File: src/common/render_cfg.svh
`ifndef RENDER_CFG_SVH
`define RENDER_CFG_SVH

// Image size in pixels.
`define IMG_W 32
`define IMG_H 32

// Radius 8 pixels, squared.
`define SPHERE_R2 64

// Pixel offset to Q8.24 normal, i.e. dx / 8.
`define NORM_SHIFT 21

`define FP_HALF 32'h00800000 // 0.5

// Material colours, Q8.24.
`define AMB_R  32'h00333333 // 0.2
`define AMB_G  32'h004ccccd // 0.3
`define AMB_B  32'h00666666 // 0.4
`define DIFF_R 32'h00cccccd // 0.8
`define DIFF_G 32'h00b33333 // 0.7
`define DIFF_B 32'h00800000 // 0.5

`endif

File: src/common/render_pkg.sv
`default_nettype none

package render_pkg;

    // Controller states.
    typedef enum logic [2:0] {
        IDLE,
        TEST,
        ROOT,
        ISSUE,
        DRAIN,
        DONE
    } ctrl_state_e;

    typedef logic [4:0] coord_t; // 0 to 31.

endpackage

`default_nettype wire

File: src/hdl/pixel_counter.sv
`default_nettype none
`timescale 1ns/1ns
`include "render_cfg.svh"

module pixel_counter (
    input  logic               clk,
    input  logic               rst,
    input  logic               clear,
    input  logic               step,
    output render_pkg::coord_t pix_x,
    output render_pkg::coord_t pix_y,
    output logic               last
);

    always_ff @(posedge clk) begin
        if (!rst || clear) begin
            pix_x <= '0;
            pix_y <= '0;
        end else if (step) begin
            if (pix_x == render_pkg::coord_t'(`IMG_W - 1)) begin
                pix_x <= '0;
                pix_y <= pix_y + 1'b1; // Wraps after the last row.
            end else begin
                pix_x <= pix_x + 1'b1;
            end
        end
    end

    assign last = (pix_x == render_pkg::coord_t'(`IMG_W - 1))
               && (pix_y == render_pkg::coord_t'(`IMG_H - 1));

endmodule

`default_nettype wire

File: config.mk
export PLATFORM = sky130hd
export DESIGN_NAME = pixel_counter
export DESIGN_NICKNAME = d
export VERILOG_FILES = /design/src/common/render_pkg.sv /design/src/hdl/pixel_counter.sv
export VERILOG_INCLUDE_DIRS = /design/src /design/src/common
export SDC_FILE = /design/constraint.sdc
export NUM_CORES = 1
export LEC_CHECK = 0
export BUFFER_PORTS_ARGS = -buffer_cell sky130_fd_sc_hd__buf_4
export CORE_AREA = 3 3 40 42
export DETAILED_ROUTE_END_ITERATION = 6
export DIE_AREA = 0 0 43 45
export MAX_ROUTING_LAYER = met4
export PLACE_DENSITY = 0.56
export SETUP_SLACK_MARGIN = 0.2
export SKIP_LAST_GASP = 1
export SYNTH_ARGS = -nofsm -noshare
export SYNTH_HDL_FRONTEND = slang
export SYNTH_SLANG_ARGS = --single-unit
File: constraint.sdc
create_clock -name clk -period 2 [get_ports clk]
set_clock_uncertainty 0.2 [all_clocks]
set_input_delay 0.2 -clock clk [delete_from_list [all_inputs] [get_ports clk]]
set_output_delay 0.2 -clock clk [all_outputs]
set_load 0.02 [all_outputs]
**Yosys cells after proc, flatten, opt, wreduce, memory -nomap -nowiden**

Cells that the tools add are included.

- Output and inout bits: 11
- Register bits after elaboration: 10
- ROM bits: 0
- Input port bits: 4
- RAM bits: 0
- Memories: 0
- Latch bits: 0
- Logic and storage cells: 11

- Add/sub/neg operators: 2
- Bitwise logic cells: 0
- Eq/ne operators: 2
- $lt $le $gt $ge: 0
- Reductions and logical operators: 4
- Shifts and indexed selects: 0
- Div/mod/pow operators: 0
- Multiplexer cells: 1
- Multiply operators: 0

Operator list:

| cell | count |
|---|---|
| $add A5 B1 Y5 const B | 2 |
| $eq A5 B5 Y1 const B | 2 |
| $mux W5 | 1 |
| $reduce_and A2 Y1 | 1 |
| $logic_and A1 B1 Y1 | 1 |
| $logic_not A1 Y1 | 1 |
| $logic_or A1 B1 Y1 | 1 |

**Logic depth before layout (Yosys ltp)**

- Word-level depth: 2
- Mapped depth: 6

**Worst setup path before layout**

OpenSTA, ideal clock, no wires.

- Kind: flip-flop to flip-flop
- Start point: register pix_x[0]
- End point: register pix_y[3]
- Slack: 74 ps
- Stages on the path, launching flop included: 7
- Data arrival time: 1656 ps
- Library setup time: 70 ps
- Buffers on the path: 0
- Period minus slack after synthesis: 1926 ps
- Data required time: 1730 ps
- Cell sequence: dfxtp_1 > ha_1 > and3_1 > ha_1 > nand2_1 > or3_1 > a21oi_1

- Word-level cells in the longest chain between the ends: 2

Ends and longest elaborated chain:

| what | line | text |
|---|---|---|
| start: declaration | pixel_counter.sv:10 | `output render_pkg::coord_t pix_x,` |
| start signal: assignment | pixel_counter.sv:24 | `pix_x <= pix_x + 1'b1;` |
| $eq A5 B5 Y1 | pixel_counter.sv:20 | `` if (pix_x == render_pkg::coord_t'(`IMG_W - 1)) begin `` |
| $reduce_and A2 Y1 (no line) | n/a |  |
| end signal: assignment | pixel_counter.sv:22 | `pix_y <= pix_y + 1'b1;` |
| end: declaration | pixel_counter.sv:11 | `output render_pkg::coord_t pix_y,` |

Every way passes these cells.
A chain may end at the register's enable or synchronous reset.

**Worst setup path in the final report**

- Start point: register pix_y[0]
- End point: output port last

- Word-level cells in the longest chain between the ends: 2

Ends and longest elaborated chain:

| what | line | text |
|---|---|---|
| $eq A5 B5 Y1 | pixel_counter.sv:30 | `` && (pix_y == render_pkg::coord_t'(`IMG_H - 1)); `` |
| $logic_and A1 B1 Y1 | pixel_counter.sv:29 | `` assign last = (pix_x == render_pkg::coord_t'(`IMG_W - 1)) `` |
| end: declaration | pixel_counter.sv:12 | `output logic last` |

Every way passes these cells.

==> out/metrics.cfg <==
[outcome]
status = completed

[detailed_routing]
wire_per_inst_um = 11.5
top_layer_used = met4
drc = 0
wl_met1_um = 504
antenna_left = 0
wl_um = 1040
drtIter0Drc = 5
met3_wirelength_um = 77
vias = 424
via_per_inst = 4.71
wl_met2_um = 411
drt_pass1_iterations = 4

[critical_path]
worstPathRequired_ns = 1.60
worstReg2RegStart = pix_x[0]
cp-start-kind = flop
end_kind = output pin
critPathBufInv = 1
cpLargestDelayFamily = flip-flops
critical_path_class = flop to output pin
r2r-end = pix_x[3]
cp_cell_sequence = ha_4 > and3_4 > ha_1 > and2_4 > buf_6
crit_path_top_delay_cell = dfxtp_2
cp_max_fo = 2
cp_data_arrival_time_ns = 1.37
reg2reg_depth = 5
rrSetupSlack_ns = 0.32
critPathMaxStageDelay_ns = 0.34

[logic_synthesis]
yosysMostFrequentCell = dfxtp_1
synth_top_area_frac = 0.417
async_flop_share = 0
synth-seq-area-share = 0.417
ys_warn_count = 0
ys_ff_latch = 10
synth_edf_count = 0
ys_types = 19
synth_area_um2 = 480
syn_area_per_cell_um2 = 9.07
synth_common_cells = dfxtp_1 (10), nor2_1 (6), ha_1 (5), nand3_1 (5)
synthTopCellsByArea = dfxtp_1 (42%), ha_1 (13%), xor2_1 (5.5%)
synthCells = 53
synth_top_area_cell = dfxtp_1
synthesis.nets = 62
synth_flop_cell = dfxtp_1

[timing]
max_freq_mhz = 565
tns_ns = 0
period_share = 0.884
min_period_ns = 1.77
final_max_slew_viol_count = 0
rsz0062_at_grt = false
timing_hold_violations_final = 0
setup_violations = 0
relSlewSlack = 0.766
worstMarginPinSlew_ns = 0.351

[worst_hold_path]
min_to = pix_y[1]
hp-start = step
holdCritPathClass = primary input to flop
holdPathStages = 3

[power]
pwr_density_cell_nw_per_um2 = 508
peakVddDrop_mv = 0.319
p_total_mw = 0.376
p_leak_nw = 0.308

[clock_tree]
clk_latency_ns = 0.27
cts_tree = done
cts_max_path_buffers = 2
clockRootBuffer = clkbuf_4
htree_levels = 1
clock_sinks = 10
clkSlewWorstSetupHoldPaths_ns = 0.06
cts_buffers = 3

[placement]
gp_congestion = 0.757
hpwl_um = 692
port_buffers = 14
placed_cells = 82

[layout]
stdcell_count = 90
fin_nets = 85
antenna_cells = 0
layout-drive-gt1-share = 0.480
area_growth_pct = 53.9

[grt]
grt_pass1_vias = 367
grt.overflow.total = 0
grt_pass1_wl_um = 1680
grt_usage = 0.127
grt_max_degree = 10
antenna_found_initial = 0

[floorplanning]
fp.dieArea_um2 = 1940
die_h_um = 45
die_x_um = 43
coreArea_um2 = 1280
initial_core_util = 0.374
num_rows = 13
ios = 15

[flow_run]
drv_cap = 0

sequential cells by signal, indices dropped and copies added, names as in the netlist:
signal	cells
pix_x	5
pix_y	5
stage by stage:
stage / setup WS, ns / util / hold slack (ns) / cell area (µm²)
floorplan: 0.225 / - / 0.265 / 488
global placement: 0.221 / 0.476 / 0.269 / 612
detailed placement: 0.199 / 0.476 / 0.278 / 612
CTS: 0.195 / 0.537 / 0.0511 / 689
global route: 0.197 / 0.575 / 0.0728 / 739
finish: 0.231 / 0.575 / 0.0572 / 739
final cells by class:
cell class | instances | area (µm²)
fill | 121 | 546
multi-input combinational | 40 | 327
sequential | 10 | 210
timing repair buffer | 20 | 154
clock buffer | 4 | 26.3
tap | 15 | 18.8
inverter | 1 | 3.75
per-layer routing:
layer / GRT usage / vias to the layer above
met2: 0.168 / 14
met1: 0.156 / 176
met5: - / -
met3: 0.0359 / 4
met4: 0.108 / 0
li1: - / 230
what timing repair did:
item | CTS | global route
buffers inserted | 4 | 0
pin swaps | 0 | 1
cloned | 0 | 0
hold buffers | 0 | 0
resized for setup | 8 | 7
endpoints found under the setup margin | 4 | 4
endpoints found under the hold margin | 0 | 0
where the power goes:
group	switching, mW	leakage [nW]	internal (mW)
Combinational	0.0129	0.210	0.0120
Clock	0.0735	0.0150	0.0773
Sequential	0.00151	0.0832	0.199
cell usage in the layout (no fill, tap or decap):
cell | netlist | final
a21oi_1 | 4 | 4
a31oi_1 | 1 | 1
and2_4 | 0 | 1
and3_4 | 0 | 2
buf_4 | 0 | 19
buf_6 | 1 | 1
clkbuf_1 | 1 | 1
clkbuf_4 | 0 | 3
dfxtp_1 | 10 | 6
dfxtp_2 | 0 | 2
dfxtp_4 | 0 | 2
ha_1 | 5 | 1
ha_4 | 0 | 4
inv_2 | 1 | 1
mux2i_1 | 2 | 2
nand2_1 | 4 | 3
nand2_2 | 0 | 1
nand2b_1 | 2 | 2
nand3_1 | 5 | 5
nor2_1 | 6 | 6
o21ai_0 | 2 | 2
or3_1 | 1 | 1
or4_1 | 1 | 1
xnor2_1 | 1 | 1
xor2_1 | 3 | 3
how the worst max path moves through the flow:
stage / start / end / slack (ns) / cells past startpoint
6_report: pix_y[0] / last / 0.23 / 5
5_1_grt: pix_y[1] / last / 0.20 / 5
4_1_cts: pix_x[0] / last / 0.19 / 5
3_5_place_dp: pix_x[0] / pix_x[3] / 0.20 / 5
3_3_place_gp: pix_x[0] / pix_x[3] / 0.22 / 5
2_1_floorplan: pix_x[0] / pix_y[3] / 0.23 / 6
tightest hold or removal path: stages:
cell and delay (ns):
buf_4 0.16, nand3_1 0.07, a21oi_1 0.05
logic make-up (layout without fill, tap and decap cells):
logic type,Yosys count,after routing,share of synthesized area
muxes,2,2,0.0417
buffers and inverters,3,25,0.0390
DFF,10,10,0.417
xor gates and xnor gates,4,4,0.0729
adders and majority gates,5,5,0.130
AOI/OAI and AO/OA,7,7,0.0755
and+or+nand+nor,22,22,0.224
(Power assumes the default switching activity.)
