**config.mk**
```make
export PLATFORM = sky130hd
export DESIGN_NAME = sphere_hit
export DESIGN_NICKNAME = d
export VERILOG_FILES = /design/src/common/fixed_pkg.sv /design/src/common/render_pkg.sv /design/src/hdl/sphere_hit.sv
export VERILOG_INCLUDE_DIRS = /design/src /design/src/common
export SDC_FILE = /design/constraint.sdc
export NUM_CORES = 1
export LEC_CHECK = 0
export BUFFER_PORTS_ARGS = -buffer_cell sky130_fd_sc_hd__buf_2
export CORE_ASPECT_RATIO = 0.9
export CORE_UTILIZATION = 53
export DETAILED_ROUTE_END_ITERATION = 10
export PLACE_DENSITY = 0.92
export REMOVE_ABC_BUFFERS = 1
export SYNTH_ARGS = -nofsm -noshare
export SYNTH_HDL_FRONTEND = slang
export SYNTH_SLANG_ARGS = --single-unit
```
**constraint.sdc**
```tcl
create_clock -name clk -period 10 [get_ports clk]
set_clock_uncertainty 0.2 [all_clocks]
set_input_delay 1 -clock clk [delete_from_list [all_inputs] [get_ports clk]]
set_output_delay 1 -clock clk [all_outputs]
set_load 0.005 [all_outputs]
```
**src/common/render_cfg.svh**
```systemverilog
`ifndef RENDER_CFG_SVH
`define RENDER_CFG_SVH

// Image size in pixels.
`define IMG_W 32
`define IMG_H 32

// Radius 8 pixels, squared.
`define SPHERE_R2 64

// Pixel offset to Q8.24 normal, i.e. dx / 8.
`define NORM_SHIFT 21

`define FP_HALF 32'h00800000 // 0.5

// Material colours, Q8.24.
`define AMB_R  32'h00333333 // 0.2
`define AMB_G  32'h004ccccd // 0.3
`define AMB_B  32'h00666666 // 0.4
`define DIFF_R 32'h00cccccd // 0.8
`define DIFF_G 32'h00b33333 // 0.7
`define DIFF_B 32'h00800000 // 0.5

`endif

```
**src/common/fixed_pkg.sv**
```systemverilog
`default_nettype none

package fixed_pkg;

    localparam int FRAC_BITS = 24;

    // Signed Q8.24.
    typedef logic signed [31:0] fp;

    typedef struct packed {
        logic [7:0]  int_part;
        logic [23:0] frac;
    } fp_fields_t;

    // Same word, seen as a number or as its fields.
    typedef union packed {
        fp          value;
        fp_fields_t fields;
    } fp_word_u;

    function automatic fp fp_mul(input fp a, input fp b);
        logic signed [63:0] prod;
        prod = a * b;
        return fp'(prod >>> FRAC_BITS);
    endfunction

    function automatic fp vec3_dot(
        input fp ax,
        input fp ay,
        input fp az,
        input fp bx,
        input fp by,
        input fp bz
    );
        return fp_mul(ax, bx) + fp_mul(ay, by) + fp_mul(az, bz);
    endfunction

endpackage

`default_nettype wire

```
**src/common/render_pkg.sv**
```systemverilog
`default_nettype none

package render_pkg;

    // Controller states.
    typedef enum logic [2:0] {
        IDLE,
        TEST,
        ROOT,
        ISSUE,
        DRAIN,
        DONE
    } ctrl_state_e;

    typedef logic [4:0] coord_t; // 0 to 31.

endpackage

`default_nettype wire

```
**src/hdl/sphere_hit.sv**
```systemverilog
`default_nettype none
`timescale 1ns/1ns
`include "render_cfg.svh"

module sphere_hit (
    input  logic               clk,
    input  logic               rst,
    input  logic               load,
    input  render_pkg::coord_t pix_x,
    input  render_pkg::coord_t pix_y,
    input  render_pkg::coord_t center_x,
    input  render_pkg::coord_t center_y,
    output logic               hit,
    output fixed_pkg::fp       norm_x,
    output fixed_pkg::fp       norm_y,
    output logic [47:0]        radicand
);

    logic signed [11:0] dx, dy;
    logic signed [11:0] dist2;
    logic signed [11:0] margin;
    logic               hit_c;
    logic [47:0]        rad_c;

    assign dx     = $signed({7'd0, pix_x}) - $signed({7'd0, center_x});
    assign dy     = $signed({7'd0, pix_y}) - $signed({7'd0, center_y});
    assign dist2  = dx * dx + dy * dy;
    assign hit_c  = (dist2 <= `SPHERE_R2);
    assign margin = `SPHERE_R2 - dist2;
    // At the centre R2 << 42 is 2^48, so clip to all ones.
    assign rad_c  = (dist2 == '0) ? '1 : 48'(margin) << (2 * `NORM_SHIFT);

    always_ff @(posedge clk) begin
        if (!rst)
            hit <= 1'b0;
        else if (load)
            hit <= hit_c;
    end

    always_ff @(posedge clk) begin
        if (load) begin
            norm_x   <= fixed_pkg::fp'(dx) <<< `NORM_SHIFT;
            norm_y   <= fixed_pkg::fp'(dy) <<< `NORM_SHIFT;
            radicand <= hit_c ? rad_c : '0;
        end
    end

endmodule

`default_nettype wire

```
# ---- Yosys cells after proc, flatten, opt, wreduce, memory -nomap -nowiden
# Index checks and enable logic that the tools add are counted.
dict set report classes {
  addsub 4
  n_mul 2
  div_mod_pow 0
  magnitude_cmp 1
  eq_ne 0
  shifts 0
  muxes 1
  n_bitwise 0
  n_reduce_logical 1
}
# op n
set ops {}
lappend ops {{$mux W48} 1}
lappend ops {{$mul A6 B6 Y12} 2}
lappend ops {{$add A12 B12 Y12} 1}
lappend ops {{$le A12 B8 Y1 const B} 1}
lappend ops {{$logic_not A12 Y1} 1}
lappend ops {{$sub A5 B5 Y6} 2}
lappend ops {{$sub A1 B6 Y6 const A} 1}
dict set report word_totals {
  reg_bits 61
  latch_bits 0
  mem_bits_rw 0
  romBits 0
  in_bits 23
  out_inout_bits 113
  elab_cells 13
  n_memories 0
}

# ---- Longest topological paths before layout
dict set report depth {
  depth_word 5
  depth_mapped 30
  ltp_nobuf 28
}

# ---- Worst setup path before layout
# Ideal clock, no wire load.
dict set report synth_path {
  path_kind {in2reg}
  start {input center_y[1]}
  end {register radicand[42], data pin}
  setup_time_ps 140
  arrival_ps 7817
  t_required_ps 9660
  slack_ps 1843
  path_stages 29
  n_path_buf 2
  path_cell_list {inv_1 > ha_1 > a21o_1 > a21o_1 > a21o_1 > nand2_1 > nor2b_1 > clkbuf_1 > inv_2 > nor2_1 > fa_1 > inv_1 > fa_1 > fa_1 > fa_1 > inv_1 > fa_1 > inv_1 > fa_1 > inv_1 > ha_1 > fa_1 > a21o_1 > a21oi_1 > o21ai_1 > xnor2_1 > or4_4 > buf_6 > a21oi_2}
}
dict set report synth_via {
  elab_chain_cells 5
  word_cells_on_any_way 6
  classes_between {add/sub (2); mul (1); order compare (1); mux (1); reduce/logical (1)}
}
# element line
set synth_lines {}
lappend synth_lines {{start, declared} sphere_hit.sv:12} ;# input render_pkg::coord_t center_y,
lappend synth_lines {{$sub A5 B5 Y6 (*)} sphere_hit.sv:26} ;# assign dy = $signed({7'd0, pix_y}) - $signed({7'd0, center_y});
lappend synth_lines {{named net dy[10]} sphere_hit.sv:19} ;# logic signed [11:0] dx, dy;
lappend synth_lines {{$mul A6 B6 Y12 (*)} sphere_hit.sv:27} ;# assign dist2 = dx * dx + dy * dy;
lappend synth_lines {{$add A12 B12 Y12 (*)} sphere_hit.sv:27}
lappend synth_lines {{branches (longest 2 deep; another with $le A12 B8 Y1)} --}
lappend synth_lines {{end signal, assigned} sphere_hit.sv:44} ;# radicand <= hit_c ? rad_c : '0;
lappend synth_lines {{end, declared} sphere_hit.sv:16} ;# output logic [47:0] radicand
# Mark *: on every way through the listed nets, which the timed path passes.
# A chain may end at the register's enable or synchronous reset.

# ---- Final worst setup path
dict set report layout_path {
  start {input center_y[1]}
  end {register radicand[42], data pin}
}
dict set report layout_via {
  elab_chain_cells 5
  word_cells_on_any_way 6
  classes_between {add/sub (2); mul (1); order compare (1); mux (1); reduce/logical (1)}
}
# element line
set layout_lines {}
lappend layout_lines {{$sub A5 B5 Y6 (*)} sphere_hit.sv:26}
lappend layout_lines {{$mul A6 B6 Y12 (*)} sphere_hit.sv:27}
lappend layout_lines {{$add A12 B12 Y12 (*)} sphere_hit.sv:27}
lappend layout_lines {{branches (longest 2 deep; another with $le A12 B8 Y1)} --}
# Mark *: on every way between the ends.

==> summary.md <==
| Metric | Value |
|---|---|
| Simple-gate portion of the synthesized area | 0.0661 |
| Main area contributors after synthesis | fa_1, buf_4, ha_1 |
| Timing-limited maximum frequency | 0.117 GHz |
| Final HPWL DP | 5880 um |
| Worst-Margin Slew | 0.794 ns |
| Max-cap violations | 0 |
| Remaining antenna violation count | 0 |
| Htree depth | 1 |
| Reg2Reg Setup Slack | 9.16 ns |
| Via-to-Cell Ratio | 4.64 |
| Synth Area per Inst | 9.64 um^2 |
| Synth cell count leaders | buf_4, inv_1, fa_1 |
| Synth Area in Compound Gates | 0.0519 |
| Setup TNS | 0 ns |
| Area grow syn2layout | 2.27% |
| Die Width | 95.0 um |
| CTS tree | yes |
| CTS Hold Buffers Added | 0 |
| Reg-to-reg startpoint | hit$_SDFFE_PN0P_ |
| Req. time, crit path | 9.93 ns |
| CTS root buf | clkbuf_8 |
| I/O pin total | 136 |
| Final Setup Violations | 0 |
| Maximum number of pins on one net before global-route repair | 43 |
| Adder-Cell Fraction of Synth Area | 0.426 |
| Vias | 2,629 |
| FF-to-FF End | hit$_SDFFE_PN0P_ |
| Gr ovfl total | 0 |
| Final #Nets | 599 |
| Tcrit/Tclk final | 0.854 |
| Period minus WS final | 8.54 ns |
| Synth area leader | fa_1 |
| Die Y | 85.7 um |
| Synth Warn # | 0 |
| WP data arrival | 8.47 ns |
| CP endpoint kind | flop |
| Cell count after synthesis | 428 |
| Rows | 30 |
| Initial antenna violation count | 0 |
| Reg clk slew, reported paths | 0.07 ns |
| Crit path max fanout | 11 |
| Later-pin clock latency in the skew report | 0.26 ns |
| Status | finished, final reports clean |
| Total GRT Usage | 0.174 |
| CP startpoint kind | input port |
| Yosys top cell area share | 0.286 |
| Synth Cell Area | 4130 um^2 |
| PortBufs | 93 |
| Seq cells post-synth | 20 |
| Vias in the first global route | 2,535 |
| First-pass GRT wire length | 11,000 um |
| Largest family of logic cells by synthesized area | adder cells |
| WL/cell | 11.8 um |
| Post-CTS setup buffer count | 0 |
| R2R depth | 2 |
| Final Util | 0.559 |
| Ys async rst share | 0 |
| Num CTS Buffers | 3 |
| # diodes | 0 |
| # DRC | 0 |
| Die area | 8140 um^2 |
| Crit Path Category | input port to flop |
| Share of post-route cells with drive strength above 1 | 0.230 |
| Initial Util | 0.547 |
| Post-Route WL | 6680 um |
| DR pass1 iterations | 4 |
| Slew Limit Fails | 0 |
| Unrepaired setup endpoints after global routing | false |
| CTS Sinks | 20 |
| Routability cong. | 0.925 |
| Final hold violations | 0 |
| PostCTS Resize Cnt | 0 |
| CP startpoint | center_y[1] |
| Core area | 7540 um^2 |
| Top-count cell post-synth | buf_4 |
| Max-slew headroom | 0.471 |
| Maximum buffer depth of the clock tree | 2 |
| Post-synthesis mux area share | 0 |
| Register area share after synthesis | 0.143 |
| Synth unique cells | 29 |
| Initial DRC count | 123 |
| Post-synth EDFFs | 19 |
| Top FF cell, synth | edfxtp_1 |
| Critical path endpoint | radicand[42]$_SDFFCE_PN0P_ |
| Min-delay worst type | flop to flop |
| Post-synthesis xor/xnor area fraction | 0.0573 |
==> worst max-delay path, stage by stage <==
cell and delay [ns]:
buf_2 0.09, inv_1 0.08, ha_1 0.24, a21o_1 0.16
a21o_1 0.19, a21o_1 0.17, nand2_1 0.06, nor2b_1 0.57
inv_2 0.15, nor2_1 0.35, fa_1 0.48, inv_1 0.07
fa_1 0.44, fa_1 0.54, fa_1 0.54, inv_1 0.05
fa_1 0.53, inv_1 0.06, fa_1 0.53, inv_1 0.04
ha_1 0.22, fa_1 0.41, a21o_1 0.20, a21oi_1 0.23
o21ai_1 0.13, xnor2_1 0.14, or4_4 0.60, a21oi_2 0.17
==> worst min-delay path by stage <==
stage,endpoint,startpoint,cells after the start,slack [ns]
global placement,hit$_SDFFE_PN0P_,hit$_SDFFE_PN0P_,2,0.33
CTS,hit$_SDFFE_PN0P_,hit$_SDFFE_PN0P_,2,0.35
floorplan,hit$_SDFFE_PN0P_,hit$_SDFFE_PN0P_,2,0.32
finish,hit$_SDFFE_PN0P_,hit$_SDFFE_PN0P_,2,0.34
detailed placement,hit$_SDFFE_PN0P_,hit$_SDFFE_PN0P_,2,0.32
global route,hit$_SDFFE_PN0P_,hit$_SDFFE_PN0P_,2,0.42
==> routing by layer <==
layer | vias to the layer above | wire length, um | global-route usage
met5 | - | 0 | 0
met4 | 0 | 191 | 0.0592
met3 | 17 | 407 | 0.0142
met2 | 133 | 3730 | 0.348
met1 | 1238 | 2350 | 0.188
li1 | 1241 | - | -
==> stage by stage <==
step	worst slack (ns)	hold WS, ns	std cells	instance area, um^2
floorplan	1.81	0.325	373	3560
global placement	1.52	0.328	562	4150
detailed placement	1.22	0.324	562	4150
CTS	1.45	0.347	566	4220
global route	1.11	0.423	566	4220
finish	1.46	0.340	566	4220
==> cell usage in the layout (no fill, tap or decap), types with 3 or more instances in the layout <==
cell type / netlist / final
xor2_1: 11 / 11
a21oi_1: 8 / 8
ha_1: 46 / 46
conb_1: 1 / 42
clkbuf_8: 0 / 3
a21o_1: 11 / 11
xnor2_1: 16 / 16
inv_1: 87 / 87
nand2_1: 24 / 24
nor2b_1: 4 / 4
buf_2: 0 / 93
nor2_1: 17 / 17
edfxtp_1: 19 / 19
fa_1: 59 / 59
a21oi_2: 7 / 7
and2_1: 6 / 6
==> kinds of logic (layout without fill, tap and decap cells) <==
logic type,after synthesis,in the layout
adder cells (fa/ha/maj),105,105
other,1,42
AND/OR/NAND/NOR,59,59
flip-flops,20,20
XOR/XNOR,27,27
buffers and inverters,185,186
AO/OA/AOI/OAI,31,31
==> final cells by class <==
cell class / instances / area (um^2)
Clock buffer: 3 / 41.3
Clock inverter: 1 / 30.0
Fill cell: 630 / 3330
Inverter: 89 / 334
Multi-Input combinational cell: 264 / 2640
Sequential cell: 20 / 591
Tap cell: 96 / 120
Timing Repair Buffer: 93 / 465
==> flip-flops by register name (all words and copies together), names as in the netlist <==
signal    cells
norm_y        6
radicand      7
norm_x        6
hit           1
Power is left out: the tool's default activity adds up to more than one toggle a clock period on the data nets, which glitch-free logic cannot reach.
