[config.mk]
export PLATFORM = sky130hd
export DESIGN_NAME = render_ctrl
export DESIGN_NICKNAME = d
export VERILOG_FILES = /design/src/common/render_cfg.svh /design/src/common/render_pkg.sv /design/src/hdl/render_ctrl.sv
export SDC_FILE = /design/constraint.sdc
export NUM_CORES = 1
export LEC_CHECK = 0
export BUFFER_PORTS_ARGS = -buffer_cell sky130_fd_sc_hd__buf_2
export CAP_MARGIN = 25
export CORE_AREA = 2 2 39 41
export CTS_CLUSTER_DIAMETER = 50
export CTS_CLUSTER_SIZE = 8
export DETAILED_ROUTE_END_ITERATION = 6
export DIE_AREA = 0 0 41 43
export GPL_TIMING_DRIVEN = 0
export PLACE_DENSITY = 0.55
export SLEW_MARGIN = 20
export SYNTH_ARGS = -nofsm -noshare
export SYNTH_HDL_FRONTEND = slang
export SYNTH_SLANG_ARGS = --single-unit
[constraint.sdc]
create_clock -name clk -period 1.4 [get_ports clk]
set_input_delay 0.21 -clock clk [delete_from_list [all_inputs] [get_ports clk]]
set_output_delay 0.21 -clock clk [all_outputs]
set_load 0.01 [all_outputs]
[src/common/render_cfg.svh]
`ifndef RENDER_CFG_SVH
`define RENDER_CFG_SVH

// Image size in pixels.
`define IMG_W 32
`define IMG_H 32

// Radius 8 pixels, squared.
`define SPHERE_R2 64

// Pixel offset to Q8.24 normal, i.e. dx / 8.
`define NORM_SHIFT 21

`define FP_HALF 32'h00800000 // 0.5

// Material colours, Q8.24.
`define AMB_R  32'h00333333 // 0.2
`define AMB_G  32'h004ccccd // 0.3
`define AMB_B  32'h00666666 // 0.4
`define DIFF_R 32'h00cccccd // 0.8
`define DIFF_G 32'h00b33333 // 0.7
`define DIFF_B 32'h00800000 // 0.5

`endif

[src/common/render_pkg.sv]
`default_nettype none

package render_pkg;

    // Controller states.
    typedef enum logic [2:0] {
        IDLE,
        TEST,
        ROOT,
        ISSUE,
        DRAIN,
        DONE
    } ctrl_state_e;

    typedef logic [4:0] coord_t; // 0 to 31.

endpackage

`default_nettype wire

[src/hdl/render_ctrl.sv]
`default_nettype none
`timescale 1ns/1ns

module render_ctrl (
    input  logic clk,
    input  logic rst,
    input  logic start,
    input  logic last,
    input  logic hit,
    input  logic done,
    output logic clear,
    output logic step,
    output logic load,
    output logic sqrt_start,
    output logic valid_in,
    output logic busy,
    output logic frame_done
);

    localparam int DRAIN_CYCLES = 4; // Shading latency.

    render_pkg::ctrl_state_e state, state_next;
    logic       tested; // First ROOT cycle, hit is fresh.
    logic [1:0] drain_cnt;

    always_comb begin
        state_next = state;
        case (state)
            render_pkg::IDLE:  if (start) state_next = render_pkg::TEST;
            render_pkg::TEST:  state_next = render_pkg::ROOT;
            render_pkg::ROOT: begin
                if (tested && !hit)
                    state_next = render_pkg::ISSUE; // Miss needs no root.
                else if (done)
                    state_next = render_pkg::ISSUE;
            end
            render_pkg::ISSUE: state_next = last ? render_pkg::DRAIN : render_pkg::TEST;
            render_pkg::DRAIN: if (drain_cnt == '0) state_next = render_pkg::DONE;
            render_pkg::DONE:  state_next = render_pkg::IDLE;
            default:           state_next = render_pkg::IDLE;
        endcase
    end

    always_ff @(posedge clk) begin
        if (!rst) begin
            state     <= render_pkg::IDLE;
            tested    <= 1'b0;
            drain_cnt <= '0;
        end else begin
            state  <= state_next;
            tested <= (state == render_pkg::TEST);
            if (state == render_pkg::ISSUE)
                drain_cnt <= 2'(DRAIN_CYCLES - 1);
            else if (state == render_pkg::DRAIN)
                drain_cnt <= drain_cnt - 1'b1;
        end
    end

    assign clear      = (state == render_pkg::IDLE) && start;
    assign load       = (state == render_pkg::TEST);
    assign sqrt_start = (state == render_pkg::ROOT) && tested && hit;
    assign valid_in   = (state == render_pkg::ISSUE);
    assign step       = valid_in;
    assign busy       = (state != render_pkg::IDLE) && (state != render_pkg::DONE);
    assign frame_done = (state == render_pkg::DONE);

endmodule

`default_nettype wire

=== Word-level counts from Yosys, hierarchy flattened ===
Index checks and enable logic that the tools add are counted.

* Latch bits: 0
* Bits in registers: 6
* Memory bits (read-only): 0
* Input port bits: 6
* Output and inout port bits: 7
* Word-level logic and storage cells: 32
* Bits in writable memories: 0
* Memories kept: 0

* Equality and inequality tests: 9
* Multiplexer cells: 8
* Add/sub/neg operators: 1
* Shifts and indexed selects: 0
* Reduce and logical (&&, ||, !) cells: 11
* Order comparisons: 0
* Multipliers: 0
* Div/mod/pow operators: 0
* Bitwise gates (word level): 0

{| class="wikitable"
|+ Operator list
! kind !! count
|-
| $mux 3 || 5
|-
| $pmux 3 s5 || 1
|-
| $eq 3x2->1 const B || 2
|-
| $eq 3x3->1 const B || 2
|-
| $ne 3x3->1 const B || 2
|-
| $logic_and 1x1->1 || 5
|-
| $mux 2 || 2
|-
| $ne 2x2->1 const B || 2
|-
| $eq 3x1->1 const B || 1
|-
| $logic_not 3->1 || 1
|-
| $reduce_and 3->1 || 1
|-
| $reduce_bool 3->1 || 1
|-
| $logic_not 2->1 || 1
|-
| $reduce_bool 2->1 || 1
|-
| $sub 2x1->2 const B || 1
|-
| $logic_not 1->1 || 1
|}

=== Depth between registers and ports, before layout ===
* Depth in word-level cells: 4
* Gate-level depth with buffers: 5
* Depth with buffers taken out: 5

=== Worst setup path after synthesis ===
No wires, ideal clock.

* Path type: register to output
* Start point: register state[0]
* End point: output port valid_in
* Slack: 0.198 ns
* Buffers on the path: 2
* Required time: 1.190 ns
* Arrival time: 0.992 ns
* Cell stages (with the launch flop): 5
* Cell sequence: dfxtp_1 > buf_2 > nor2b_1 > and2_1 > buf_4

* Longest elaborated chain between the ends: 1

{| class="wikitable"
|+ RTL lines
! element !! RTL line !! text
|-
| start, declared || render_ctrl.sv:22 || <nowiki>render_pkg::ctrl_state_e state, state_next;</nowiki>
|-
| start signal, assigned || render_ctrl.sv:46 || <nowiki>state <= render_pkg::IDLE;</nowiki>
|-
| start signal, assigned || render_ctrl.sv:50 || <nowiki>state <= state_next;</nowiki>
|-
| $eq 3x2->1 || render_ctrl.sv:62 || <nowiki>assign valid_in = (state == render_pkg::ISSUE);</nowiki>
|-
| end, declared || render_ctrl.sv:15 || <nowiki>output logic valid_in,</nowiki>
|}

No other way between the ends.

=== Final worst setup path ===
* Start point: register state[2]
* End point: output port busy

* Longest elaborated chain between the ends: 2
* Elaborated cells on any way between the ends: 3
* Those cells by class: eq/ne (1); reduce/logical (2)

{| class="wikitable"
|+ RTL lines
! element !! RTL line !! text
|-
| $ne 3x3->1 / $reduce_bool 3->1 (equally long branches) || render_ctrl.sv:64 || <nowiki>assign busy = (state != render_pkg::IDLE) && (state != render_pkg::DONE);</nowiki>
|-
| $logic_and 1x1->1 * || render_ctrl.sv:64 ||
|-
| end, declared || render_ctrl.sv:16 || <nowiki>output logic busy,</nowiki>
|}

Every way passes the cells marked *; elsewhere a longest branch is shown, timed or not.

==> results.md <==
Run status:
- The run finished, with violations left.
- The checks that failed: negative setup slack.

Placed design:
- The count of input and output buffers is 12.
- Detailed placement ended at an HPWL of 536 um.
- The congestion estimate from routability-driven global placement came to 0.747.

Critical path:
- For flop-to-flop paths, the worst setup slack is 50 ps.
- The number of buffer and inverter instances along the worst setup path is 1.
- The peak fanout along the critical path is 6.
- The critical path data arrival time is 1220 ps.
- The slowest stage of the critical path belongs to the cell sky130_fd_sc_hd__dfxtp_4.
- The launching element type of the critical path is a flop.
- The endpoint identified for the worst register-to-register timing path is drain_cnt[1].
- The dominant delay contributor by cell family on the critical path is simple AND/OR/NAND/NOR gates.
- The type of the setup path with the least slack is flop to output port.
- The largest single stage delay on the critical path is 360 ps.
- The kind of end point of the critical path is an output port.
- The startpoint of the worst-slack reg-to-reg timing path is state[2].
- The worst register-to-register path has a depth of 5.
- Traced cell by cell, the critical path runs through nor2b_4 > or3_1 > buf_2.
- The critical path required time is 1190 ps.

Detailed routing:
- The final wirelength is ~900 um.
- The number of remaining DRC errors is 0.
- The length of routed met3 wiring is 30 um.
- Detailed routing inserted a total of 408 vias.
- The number of vias per cell after detailed routing is 4.74.
- The uppermost layer routed is met3.
- Dividing the detail-routed wire length by the instance count gives around 10 um.
- The detailed-routed wire length on met2 is 433 um.
- The number of detailed-routing iterations run before antenna repair is 2.
- Once detail routing completed, the nets flagged for antenna violations numbered 0.
- The number of DRC violations after detailed-routing iteration 0 is 2.
- In the final routing, the length of wire on met1 measures 431 um.

Timing:
- The number of hold violations in the final report was 0.
- The relative slew slack is 0.829.
- Setup violations remaining at the end of the flow were counted as 1.
- Setup repair after global routing could not meet its margin everywhere.
- The max-slew violation count came to 0.
- The clock arrives with 0.489 ps of skew.
- The fmax is 0.701 GHz.
- For the pin with the worst max-slew slack, the measured transition is 253 ps.
- The final-layout setup total negative slack is -26.5 ps.
- The smallest setup slack after layout is -26.5 ps.
- After layout, the minimum clock period comes to 1430 ps.
- The portion of the clock cycle consumed by the worst path in the final layout is 1.02.

Pwr:
- The areal power density over the cells is 987 nW/um2.
- The analysis attributes to cell leakage a power of 0.273 nW.
- The worst vdd rail ir drop is 0.572 mV.

Worst hold path:
- The worst hold path terminates at state[0].
- The worst hold path startpoint is rst.
- The tightest min-delay check is of the primary input to flop type.
- Along the worst hold path, the cell count comes to 3.

Final layout:
- The area overhead of the layout relative to synthesis is 59.5%.
- The library cell used most frequently in the layout, excluding fill and tap cells, is sky130_fd_sc_hd__buf_4.
- Of the cells placed in the final design, the portion with a size suffix greater than 1 is 0.557.
- The net count of the finished layout is 79.
- Measured on the finished design, the core utilization comes to 0.431.
- The final antenna diode count is 0.
- The library cells used most frequently in the layout, excluding fill and tap cells, are 13 x sky130_fd_sc_hd__buf_4, 12 x sky130_fd_sc_hd__buf_2, 4 x sky130_fd_sc_hd__and2_1.

Clock network:
- In this run, post-CTS hold repair placed 0 buffers.
- The clock-pin slew of the registers on the worst-case setup and hold paths is about 40 ps.
- The clock latency on the worst-skew pair is 240 ps.
- The clock tree from TritonCTS is done.
- The tree is rooted in a sky130_fd_sc_hd__clkbuf_4.
- The total clock sinks is 6.
- The largest buffer count on any clock path is 2.
- In this run the number of H-tree levels came out at 1.
- The clock buffer count from CTS is 3.

Job:
- The total of max-cap violations is 0.

Global route:
- In the global route stage, overall resource usage came out at 0.113.
- The via count of the first global-routing pass is 327.
- Global routing finished with a remaining overflow of 0.
- The first global-routing pass estimated between 1000 and 1500 um of wire.
- The number of antenna violations at the first check in global routing came to 0.
- The largest net degree at the start of global routing is 7.

Logic synthesis:
- The synthesized netlist net count is 52.
- The number of different library cells used by synthesis comes to 24.
- The cell taking the most area after synthesis is sky130_fd_sc_hd__dfxtp_1.
- Counting flops and latches in the post-synthesis netlist gives 6.
- The count of mapped cells out of synthesis is 45.
- The mapped netlist covers 374 um2.
- A synthesized cell averages 8.31 um2.
- Of the synthesized area, sequential elements account for 0.321.
- The share of Yosys cell area claimed by the top area cell type is 0.321.
- The number of warnings printed during yosys synthesis is 0.
- Sorting the synthesized cells by area gives the leading types as sky130_fd_sc_hd__dfxtp_1 32%, sky130_fd_sc_hd__o221ai_1 7.0%, sky130_fd_sc_hd__and2_1 6.7%.

Floorplan:
- The die is 43 um tall.
- The standard-cell row count is 14.
- The number of placed I/O pins is 13.
- In this run the standard cell core region covers 1380 um2.
- The die outline area is between 1500 and 2000 um2.
- The initial standard-cell utilization of the core is 0.270.
- The horizontal die dimension is roughly 40 um.
-- worst max-delay path by stage --
stage	from	endpoint	slack (ps)	depth (start not counted)
floorplan	state[0]	valid_in	200	4
global placement	state[2]	busy	80	4
detailed placement	state[2]	busy	80	4
CTS	state[2]	busy	-30	4
global route	state[2]	busy	-80	3
finish	state[2]	busy	-30	3
-- cells by family after synthesis --
logic type	synth area share
AOI/OAI and AO/OA	0.157
muxes	0.0301
and+or+nand+nor	0.338
buffers and inverters	0.0970
DFF	0.321
xor gates and xnor gates	0.0234
adders and majority gates	0.0334
-- through the flow --
stage	cell area (um2)	instances	power [mW]	setup WS (ps)	hold WS (ps)
global route	597	86	0.631	-75.5	230
global placement	454	73	0.368	75.9	486
finish	597	86	0.589	-26.5	233
detailed placement	454	73	0.369	78.0	487
floorplan	374	45	0.321	198	326
CTS	581	86	0.589	-32.5	225
-- synth_stat cells --
cell type and number:
sky130_fd_sc_hd__a21boi_0 1, sky130_fd_sc_hd__a21oi_1 3, sky130_fd_sc_hd__and2_1 4, sky130_fd_sc_hd__buf_2 2
sky130_fd_sc_hd__buf_4 2, sky130_fd_sc_hd__dfxtp_1 6, sky130_fd_sc_hd__ha_1 1, sky130_fd_sc_hd__inv_1 3
sky130_fd_sc_hd__mux2_2 1, sky130_fd_sc_hd__nand2_1 2, sky130_fd_sc_hd__nand2b_1 1, sky130_fd_sc_hd__nand3_1 1
sky130_fd_sc_hd__nand3b_1 1, sky130_fd_sc_hd__nand4_1 1, sky130_fd_sc_hd__nor2_1 1, sky130_fd_sc_hd__nor2b_1 3
sky130_fd_sc_hd__nor3_1 1, sky130_fd_sc_hd__nor3b_1 2, sky130_fd_sc_hd__nor4b_1 1, sky130_fd_sc_hd__o21ai_0 2
sky130_fd_sc_hd__o221ai_1 3, sky130_fd_sc_hd__or3_1 1, sky130_fd_sc_hd__or3b_4 1, sky130_fd_sc_hd__xnor2_1 1
-- per-layer routing --
metal | up-vias | global-route usage
met4 | 0 | 0.0200
met2 | 5 | 0.159
met1 | 193 | 0.160
met5 | - | 0
met3 | 0 | 0.0471
li1 | 210 | -
-- worst register-to-register path: stages, from the launching register on --
cell and delay (ps):
sky130_fd_sc_hd__dfxtp_4 380, sky130_fd_sc_hd__buf_4 120, sky130_fd_sc_hd__buf_4 100, sky130_fd_sc_hd__or3b_4 380
sky130_fd_sc_hd__o221ai_1 180, sky130_fd_sc_hd__and2_1 140
-- report_power, final --
group / switching [mW] / internal, mW / leakage, nW
combinational: 0.0950 / 0.128 / 0.208
sequential: 0.0225 / 0.193 / 0.0511
clock: 0.0541 / 0.0964 / 0.0138
-- cell type report --
cell class	instances	area (um2)
Buffer	2	18.8
Clock buffer	3	22.5
Fill cell	138	787
Inverter	3	11.3
Multi-Input combinational cell	32	243
Sequential cell	6	131
Tap cell	16	20.0
Timing Repair Buffer	24	150
-- state kept, by name, indices dropped and copies added, names as in the netlist --
register / count
state: 3
tested: 1
drain_cnt: 2
-- repair_timing --
action,in CTS,in global routing
setup endpoints to repair,7,6
buffers inserted,11,1
hold endpoints to repair,0,0
pin swaps,0,1
resized for setup,10,6
Note: power is estimated with default switching activity, not from simulation.
